===== src/flit_buffer_settings.svh =====
`ifndef FLIT_BUFFER_SETTINGS_SVH
`define FLIT_BUFFER_SETTINGS_SVH

// sizing of the vc input buffer

// virtual channels sharing the flit ram
`define FB_NUM_VC 2

// flit slots owned by each channel
// must stay a power of two so the
// per-channel pointers wrap on their own
`define FB_SLOTS_PER_VC 4

// payload bits carried by one flit
`define FB_PAYLOAD_W 32

// total ram depth is FB_NUM_VC * FB_SLOTS_PER_VC words

`endif


===== src/flit_buffer_pkg.sv =====
`default_nettype none

`include "flit_buffer_settings.svh"

package flit_buffer_pkg;

    // field widths derived from the sizing macros
    localparam int PTR_W    = (`FB_SLOTS_PER_VC > 1) ? $clog2(`FB_SLOTS_PER_VC) : 1;
    localparam int VC_IDX_W = (`FB_NUM_VC > 1) ? $clog2(`FB_NUM_VC) : 1;

    // one-hot channel vector
    typedef logic [`FB_NUM_VC-1:0] vc_mask_t;

    // binary channel number
    typedef logic [VC_IDX_W-1:0] vc_idx_t;

    // slot inside one channel, and its occupancy (one bit wider for full)
    typedef logic [PTR_W-1:0] ptr_t;
    typedef logic [PTR_W:0]   depth_t;

    // incoming flit, vc field rides along but is not stored
    typedef struct packed {
        logic                     hdr_flag;
        logic                     tail_flag;
        vc_mask_t                 vc;
        logic [`FB_PAYLOAD_W-1:0] payload;
    } flit_t;

    // word held in the ram and driven on dout
    typedef struct packed {
        logic                     hdr_flag;
        logic                     tail_flag;
        logic [`FB_PAYLOAD_W-1:0] payload;
    } ram_word_t;

    // channel in the upper bits, slot in the lower bits
    typedef struct packed {
        vc_idx_t vc;
        ptr_t    slot;
    } ram_addr_t;

endpackage

`default_nettype wire


===== src/vc_depth_counter.sv =====
`timescale 1ns/1ps
`default_nettype none

`include "flit_buffer_settings.svh"

// bookkeeping for one virtual channel queue
module vc_depth_counter
    import flit_buffer_pkg::*;
(
    input  logic clk,
    input  logic reset,
    input  logic push,
    input  logic pop,
    output ptr_t wr_ptr,
    output ptr_t rd_ptr,
    output logic push_ok,
    output logic pop_ok,
    output logic not_empty
);

    // occupancy value meaning all slots used
    localparam depth_t FULL_DEPTH = depth_t'(`FB_SLOTS_PER_VC);

    depth_t depth;
    logic   is_full;
    logic   is_empty;

    // status from the depth before the edge
    assign is_full  = (depth == FULL_DEPTH);
    assign is_empty = (depth == '0);

    // push dropped when full, pop ignored when empty
    // both judged on the old depth, so push+pop on a full channel
    // only pops, and push+pop on an empty one only pushes
    assign push_ok   = push & ~is_full;
    assign pop_ok    = pop & ~is_empty;
    assign not_empty = ~is_empty;

    always_ff @(posedge clk or posedge reset) begin
        if (reset) begin
            wr_ptr <= '0;
            rd_ptr <= '0;
            depth  <= '0;
        end else begin
            // power of two slots, so plain increment wraps
            if (push_ok) begin
                wr_ptr <= wr_ptr + ptr_t'(1);
            end
            if (pop_ok) begin
                rd_ptr <= rd_ptr + ptr_t'(1);
            end
            // depth moves only when exactly one side is accepted
            case ({push_ok, pop_ok})
                2'b10: depth <= depth + depth_t'(1);
                2'b01: depth <= depth - depth_t'(1);
                default: depth <= depth;
            endcase
        end
    end

endmodule

`default_nettype wire


===== src/vc_addr_select.sv =====
`timescale 1ns/1ps
`default_nettype none

`include "flit_buffer_settings.svh"

// one-hot channel plus that channel's pointer -> ram address
module vc_addr_select
    import flit_buffer_pkg::*;
(
    input  vc_mask_t  vc_sel,
    input  ptr_t      ptrs [`FB_NUM_VC],
    output ram_addr_t addr
);

    vc_idx_t vc_bin;
    ptr_t    slot_sel;

    // one-hot to binary
    // or together the index of every set bit
    always_comb begin
        vc_bin = '0;
        for (int i = 0; i < `FB_NUM_VC; i++) begin
            vc_bin = vc_bin | (vc_idx_t'(i) & {VC_IDX_W{vc_sel[i]}});
        end
    end

    // and-or mux over the per-channel pointers
    // each pointer masked by its select bit
    always_comb begin
        slot_sel = '0;
        for (int i = 0; i < `FB_NUM_VC; i++) begin
            slot_sel = slot_sel | (ptrs[i] & {PTR_W{vc_sel[i]}});
        end
    end

    // no select bit set gives address zero
    // harmless, the matching ram enable is low then
    assign addr.vc   = vc_bin;
    assign addr.slot = slot_sel;

endmodule

`default_nettype wire


===== src/flit_ram.sv =====
`timescale 1ns/1ps
`default_nettype none

`include "flit_buffer_settings.svh"

// shared flit storage, one region of slots per channel
module flit_ram
    import flit_buffer_pkg::*;
(
    input  logic      clk,
    input  logic      wr_en,
    input  logic      rd_en,
    input  ram_addr_t wr_addr,
    input  ram_addr_t rd_addr,
    input  ram_word_t wr_data,
    output ram_word_t rd_data
);

    localparam int DEPTH = `FB_NUM_VC * `FB_SLOTS_PER_VC;

    ram_word_t mem [DEPTH];

    // write lands at the edge
    // registered read, output holds while rd_en is low
    // a pop never targets the slot being pushed in the same cycle
    always_ff @(posedge clk) begin
        if (wr_en) begin
            mem[wr_addr] <= wr_data;
        end
        if (rd_en) begin
            rd_data <= mem[rd_addr];
        end
    end

endmodule

`default_nettype wire


===== src/flit_buffer.sv =====
`timescale 1ns/1ps
`default_nettype none

`include "flit_buffer_settings.svh"

// noc router input buffer, virtual channels over one flit ram
module flit_buffer
    import flit_buffer_pkg::*;
(
    input  logic      clk,
    input  logic      reset,
    input  flit_t     din,
    input  vc_mask_t  vc_num_wr,
    input  vc_mask_t  vc_num_rd,
    input  logic      wr_en,
    input  logic      rd_en,
    output ram_word_t dout,
    output vc_mask_t  vc_not_empty
);

    // per-channel strobes and accept pulses
    vc_mask_t  push;
    vc_mask_t  pop;
    vc_mask_t  push_ok;
    vc_mask_t  pop_ok;

    // pointers gathered per channel for the address selects
    ptr_t      wr_ptrs [`FB_NUM_VC];
    ptr_t      rd_ptrs [`FB_NUM_VC];

    ram_addr_t wr_addr;
    ram_addr_t rd_addr;
    ram_word_t ram_din;
    logic      ram_wr_en;
    logic      ram_rd_en;

    // qualify the one-hot channel with its strobe
    assign push = vc_num_wr & {`FB_NUM_VC{wr_en}};
    assign pop  = vc_num_rd & {`FB_NUM_VC{rd_en}};

    // vc field dropped, only flags and payload stored
    assign ram_din.hdr_flag  = din.hdr_flag;
    assign ram_din.tail_flag = din.tail_flag;
    assign ram_din.payload   = din.payload;

    // ram only touched for accepted operations
    assign ram_wr_en = |push_ok;
    assign ram_rd_en = |pop_ok;

    generate
        for (genvar i = 0; i < `FB_NUM_VC; i++) begin : g_vc
            vc_depth_counter u_depth (
                .clk       (clk),
                .reset     (reset),
                .push      (push[i]),
                .pop       (pop[i]),
                .wr_ptr    (wr_ptrs[i]),
                .rd_ptr    (rd_ptrs[i]),
                .push_ok   (push_ok[i]),
                .pop_ok    (pop_ok[i]),
                .not_empty (vc_not_empty[i])
            );
        end
    endgenerate

    // write side address
    vc_addr_select u_wr_sel (
        .vc_sel (vc_num_wr),
        .ptrs   (wr_ptrs),
        .addr   (wr_addr)
    );

    // read side address
    vc_addr_select u_rd_sel (
        .vc_sel (vc_num_rd),
        .ptrs   (rd_ptrs),
        .addr   (rd_addr)
    );

    // dout comes straight off the ram read register
    flit_ram u_ram (
        .clk     (clk),
        .wr_en   (ram_wr_en),
        .rd_en   (ram_rd_en),
        .wr_addr (wr_addr),
        .rd_addr (rd_addr),
        .wr_data (ram_din),
        .rd_data (dout)
    );

endmodule

`default_nettype wire


===== config.mk =====
export PLATFORM = sky130hd
export DESIGN_NAME = flit_buffer
export DESIGN_NICKNAME = d
export VERILOG_FILES = /design/src/flit_buffer_pkg.sv /design/src/vc_depth_counter.sv /design/src/vc_addr_select.sv /design/src/flit_ram.sv /design/src/flit_buffer.sv
export VERILOG_INCLUDE_DIRS = /design/src /design/src/src
export SDC_FILE = /design/constraint.sdc
export NUM_CORES = 1
export LEC_CHECK = 0
export ABC_AREA = 1
export BUFFER_PORTS_ARGS = -buffer_cell sky130_fd_sc_hd__buf_4
export CORE_ASPECT_RATIO = 0.6
export CORE_MARGIN = 10
export CORE_UTILIZATION = 40
export CTS_CLUSTER_SIZE = 12
export DETAILED_ROUTE_END_ITERATION = 8
export GPL_ROUTABILITY_DRIVEN = 0
export GPL_TIMING_DRIVEN = 0
export PLACE_DENSITY_LB_ADDON = 0.12
export SYNTH_ARGS = -nofsm -noshare
export SYNTH_HDL_FRONTEND = slang
export SYNTH_SLANG_ARGS = --single-unit

===== constraint.sdc =====
create_clock -name clk -period 4.1 [get_ports clk]
set_clock_uncertainty 0.1 [all_clocks]
set_input_delay 0.41 -clock clk [delete_from_list [all_inputs] [get_ports clk]]
set_output_delay 0.41 -clock clk [all_outputs]
set_load 0.01 [all_outputs]

Yosys cells after proc, flatten, opt, wreduce, memory -nomap -nowiden

Memory sizes are Yosys's and may differ from the RTL's. A register that Yosys moved wholly into a read port is not among the register bits.
Cells that the tools add are included.

Logic and storage cells: 47
Bits in writable memories: 272
Bits in registers: 14
Output and inout bits: 36
Memories: 1
Bits of input ports: 44

Reduce and logical (&&, ||, !) cells: 6
Equality and inequality tests: 6
Muxes and demuxes: 4
$add $sub $neg: 8
Bitwise gates (word level): 16

Memory list:

| name      | words | bits a word | read ports | clocked after Yosys merged registers in | wr ports | line           | source |
|---|---|---|---|---|---|---|---|
| u_ram.mem | 8     | 34          | 1          | 1                                       | 1        | flit_ram.sv:21 | `ram_word_t mem [DEPTH];` |

Operators by type and width:

| cell                                             | number |
|---|---|
| AND 2 bit                                        | 6 |
| one-hot mux 3 bit (2 select lines)               | 2 |
| adder 2 x 1 -> 2 bit, second input constant      | 4 |
| adder 3 x 1 -> 3 bit, second input constant      | 2 |
| == test 3 bit, second input constant             | 2 |
| zero test 3 bit                                  | 2 |
| subtractor 3 x 1 -> 3 bit, second input constant | 2 |
| AND 1 bit                                        | 4 |
| == test 2 x 1 -> 1 bit, second input constant    | 2 |
| == test 2 bit, second input constant             | 2 |
| NOT 1 bit                                        | 4 |
| bitwise OR 2 bit                                 | 2 |
| nonzero test 2 bit                               | 2 |
| OR reduction 2 bit                               | 2 |
| 2-to-1 mux 1 bit                                 | 2 |

Depth between registers and ports, before layout

Depth after elaboration: 6
Gate-level depth with buffers: 10
Mapped depth without buffers: 10

Modules after synthesis

From an unflattened synthesis, not the netlist that was laid out.

Cells, all modules: 1357
Area, all modules: 13814.5 um^2

By module, submodules not included:

| module           | times used | area an instance (um^2) | cells each | seq. area each (um^2) |
|---|---|---|---|---|
| flit_ram         | 1          | 12876.1                 | 1227       | 9188.8 |
| vc_depth_counter | 2          | 412.9                   | 51         | 175.2 |
| vc_addr_select   | 2          | 30.0                    | 7          | 0.0 |
| flit_buffer      | 1          | 52.6                    | 14         | 0.0 |

Least setup slack after synthesis

OpenSTA, ideal clock, no wires.

Path type: input to register
Start point: in vc_num_wr[1]
End point: mem u_ram.mem[7][0] in the netlist's numbering, enable pin
Cell stages on the path: 4
Setup time: 425 ps
Slack: 1241 ps
Path buffers: 0
Data required time: 3575 ps
Data arrival time: 2334 ps
Path through: inv_1 > o21ai_0 > nand2_1 > nor2_1

Longest elaborated chain between the ends: 5
Elaborated cells between the ends (all ways): 7
Those cells by class: mux: 2; bitwise: 4; reduce/logical: 1

RTL lines:

| what                                   | line                   | source |
|---|---|---|
| start: declaration                     | flit_buffer.sv:13      | `input vc_mask_t vc_num_wr,` |
| AND 2 bit                              | flit_buffer.sv:38      | `` assign push = vc_num_wr & {`FB_NUM_VC{wr_en}}; `` |
| AND 1 bit                              | vc_depth_counter.sv:35 | `assign push_ok = push & ~is_full;` |
| OR reduction 2 bit                     | flit_buffer.sv:47      | `assign ram_wr_en = \|push_ok;` |
| 2-to-1 mux 1 bit                       | flit_ram.sv:27         | `if (wr_en) begin` |
| 2-to-1 mux 1 bit (not written as such) | flit_ram.sv:28         | `mem[wr_addr] <= wr_data;` |
| end: declaration                       | flit_ram.sv:21         |  |

Several ways; a longest one is shown, not always the timed one.

Final worst setup path

Start point: reg g_vc[0].u_depth.depth[1]
End point: mem u_ram.mem[0][20] in the netlist's numbering, enable pin

Longest elaborated chain between the ends: 6

RTL lines:

| what                                   | line                   | source |
|---|---|---|
| start: declaration                     | vc_depth_counter.sv:24 | `depth_t depth;` |
| start signal: assignment               | vc_depth_counter.sv:54 | `2'b10: depth <= depth + depth_t'(1);` |
| start signal: assignment               | vc_depth_counter.sv:55 | `2'b01: depth <= depth - depth_t'(1);` |
| start signal: assignment               | vc_depth_counter.sv:56 | `default: depth <= depth;` |
| == test 3 bit                          | vc_depth_counter.sv:29 | `assign is_full = (depth == FULL_DEPTH);` |
| NOT 1 bit                              | vc_depth_counter.sv:35 |  |
| AND 1 bit                              | vc_depth_counter.sv:35 |  |
| OR reduction 2 bit                     | flit_buffer.sv:47      |  |
| 2-to-1 mux 1 bit                       | flit_ram.sv:27         |  |
| 2-to-1 mux 1 bit (not written as such) | flit_ram.sv:28         |  |

No other way between the ends.

==> flow_metrics.tcl <==
set metrics [dict create \
    status "finished clean" \
    area_growth_pct 18.5 \
    wl_per_cell_um 18.6 \
    max_slew_margin_pct 37.6 \
    grt_pass1_wl_um 52600 \
    drv_slew 0 \
    hp-class "in -> reg" \
    combinationalPowerShare_pct 30.5 \
    drt-initial-drc-count 684 \
    cts_tree "yes" \
    drt-pass1-iter-count 5 \
    synth_edf_count 306 \
    synth.cell_area_mm2 0.0138 \
    n_antenna_cell 0 \
    synth.cells.most_frequent "324 x nand2_1, 306 x edfxtp_1, 195 x inv_1" \
    cp_max_fo 19 \
    dp_cells 1776 \
    ctsLongestPathBuffers 3 \
    portBuffers 77 \
    rsz0062_at_grt "no" \
    initial_core_util_pct 40.8 \
    r2r_slack_ns 1.70 \
    postRouteAntennaNets 0 \
    drive_above_1_share_pct 13.0 \
    yosys.area.top_type "edfxtp_1" \
    power_switching_uw 3220 \
    avgSynthCellArea_um2 11.2 \
    p_clk_share_pct 26.2 \
    worst_pin_slew_ns 0.935 \
    fin_crit_sh_pct 58.4 \
    grt_use_total_pct 16.2 \
    netlist_instances 1232 \
    antenna_found_initial 0 \
    pwr-share-seq_pct 43.3 \
    core.rowCount 52 \
    yosys_warnings 0 \
    setup_viol 0 \
    cts_buffers 31 \
    fin_crit_ns 2.40 \
    cts-root-buf "clkbuf_16" \
    ys.flop_type "edfxtp_1" \
    fin_ws_ns 1.70 \
    seq_area_mm2 0.00954 \
    synthArstFlopShare_pct 4.38 \
    dp_hpwl_um 22700 \
    critPathRequiredTime_ns 4.27 \
    drc_errors 0 \
    place_ws_ns 1.67 \
    start_kind "flip-flop" \
    synthDominantCellAreaShare_pct 66.5 \
    cp-end-kind "flip-flop" \
    grt_pass1_vias 8545 \
    p_sw_share_pct 33.4 \
    ys_seq_area_share_pct 69.0 \
    dieArea_mm2 0.0426 \
    clock-sinks 320 \
    hold_start "vc_num_wr[0]" \
    p_leak_uw 0.00684 \
    nets 1433 \
    fill_cells 3155 \
    maxCapViolCount 0 \
    power_density_mw_per_mm2 589 \
    netlist-cell-type-count 24 \
    cts_max_level 1 \
    startpoint "g_vc[0].u_depth.depth[1]$_DFFE_PP0P_" \
    clkTransAtPathRegs_ns 0.06 \
    ys_ff_latch 320 \
    hold_viol 0 \
    worstReg2RegStart "g_vc[0].u_depth.depth[1]$_DFFE_PP0P_" \
    cp.arrival_ns 2.56 \
    synth.most_common_cell "nand2_1" \
    worstSetupPathType "reg -> reg" \
    core-area_mm2 0.0339 \
    vias_per_cell 4.77 \
    synth_nets 1280 \
    insertion_delay_ns 0.56 \
    die_w_um 260 \
    die_y_um 164 \
    p_int_uw 6430 \
    final_cells 1860 \
    gr-total-overflow 0 \
    multi_input_comb_area_mm2 0.00321 \
    final_util_pct 48.3 \
    io_pins 80 \
    peakVddDrop_mv 0.321 \
    drt-total-wl_um 34600 \
    grt_start_max_net_pins 35 \
    fmax_ghz 0.417 \
    synth.area.top_cells "edfxtp_1 66%, nand2_1 8.8%, nand3_1 6.6%, nand3b_1 5.5%, inv_1 5.3%" \
    vias 8881 \
]
-- metrics by stage --
stage | power [µW] | setup TNS (ns) | area (µm²) | hold slack, ns
finish | 9650 | 0 | 16400 | 0.0777
global route | 10200 | 0 | 16400 | 0.0714
CTS | 9760 | 0 | 16400 | 0.0487
detailed placement | 7190 | 0 | 15200 | 0.368
global placement | 7110 | -49.16 | 15000 | 0.363
floorplan | 6050 | 0 | 13800 | 0.199
-- area by class of cell --
| class | count | share of cell area, % |
|---|---|---|
| buffer | 67 | 2.32 |
| clock buffer | 45 | 5.06 |
| clock inverter | 4 | 0.107 |
| inverter | 197 | 4.51 |
| multi-input combinational | 648 | 19.6 |
| sequential | 320 | 58.2 |
| tap | 459 | 3.51 |
| timing repair buffer | 120 | 6.69 |
-- kinds of logic (layout without fill, tap and decap cells) --
kind of cell | after synthesis | count (layout) | synth area share (%)
buffers and inverters | 264 | 433 | 8.10
and+or+nand+nor | 626 | 626 | 21.6
DFF | 320 | 320 | 69.0
adders and majority gates | 4 | 4 | 0.471
xor gates and xnor gates | 8 | 8 | 0.507
AOI/OAI and AO/OA | 10 | 10 | 0.362
-- what timing repair did --
action                                 4_1_cts  5_1_grt
endpoints found under the hold margin      285        0
hold buffers                                35        0
setup buffers                                0        0
gates resized for setup                      0        0
-- layer usage --
layer | GRT usage [%] | part of all wire (%) | up-vias
li1 | - | - | 4377
met1 | 24.7 | 51 | 4252
met2 | 23.4 | 42 | 208
met3 | 2.99 | 5.9 | 44
met4 | 3.15 | 1.5 | 0
met5 | 0 | 0 | -
-- layout by cell type, fill, tap and decap left out, drive strengths merged, types with 13 or more instances in the layout --
| cell | count |
|---|---|
| edfxtp | 306 |
| dfrtp | 14 |
| nand3 | 181 |
| nor2 | 13 |
| nand3b | 102 |
| clkbuf | 59 |
| dlygate4sd3 | 35 |
| nand2 | 327 |
| buf | 138 |
| inv | 196 |
-- critical path: stages, from the launching register on --
cell	delay (ns)
dfrtp_1	0.35
inv_1	0.08
nand3_1	0.11
nand3_1	0.17
nand2_1	0.18
inv_1	0.22
nor2_4	0.61
buf_16	0.24
-- power groups by stage --
| stage | combinational (µW) | clock, µW | sequential (µW) |
|---|---|---|---|
| 2_1_floorplan | 1750 | 0 | 4300 |
| 3_3_place_gp | 2850 | 0 | 4270 |
| 3_5_place_dp | 2940 | 0 | 4250 |
| 4_1_cts | 2980 | 2600 | 4180 |
| 5_1_grt | 3300 | 2720 | 4220 |
| 6_report | 2940 | 2530 | 4180 |
-- worst paths after layout --
check                           cells after the start                               endpoint
min in group asynchronous                           3  g_vc[0].u_depth.rd_ptr[0]$_DFFE_PP0P_
worst min register to register                      1   g_vc[1].u_depth.depth[0]$_DFFE_PP0P_
max in group asynchronous                           3  g_vc[1].u_depth.wr_ptr[1]$_DFFE_PP0P_
worst max register to register                      7             u_ram.mem[0][20]$_DFFE_PP_
worst min-delay path                                3  g_vc[0].u_depth.wr_ptr[1]$_DFFE_PP0P_
worst max-delay path                                7             u_ram.mem[0][20]$_DFFE_PP_
-- flip-flops by register name, indices dropped and copies added, names as in the netlist --
signal / cells
g_vc.u_depth.depth: 6
g_vc.u_depth.rd_ptr: 4
g_vc.u_depth.wr_ptr: 4
u_ram.mem: 272
u_ram.rd_data: 34
(Power assumes the default switching activity.)
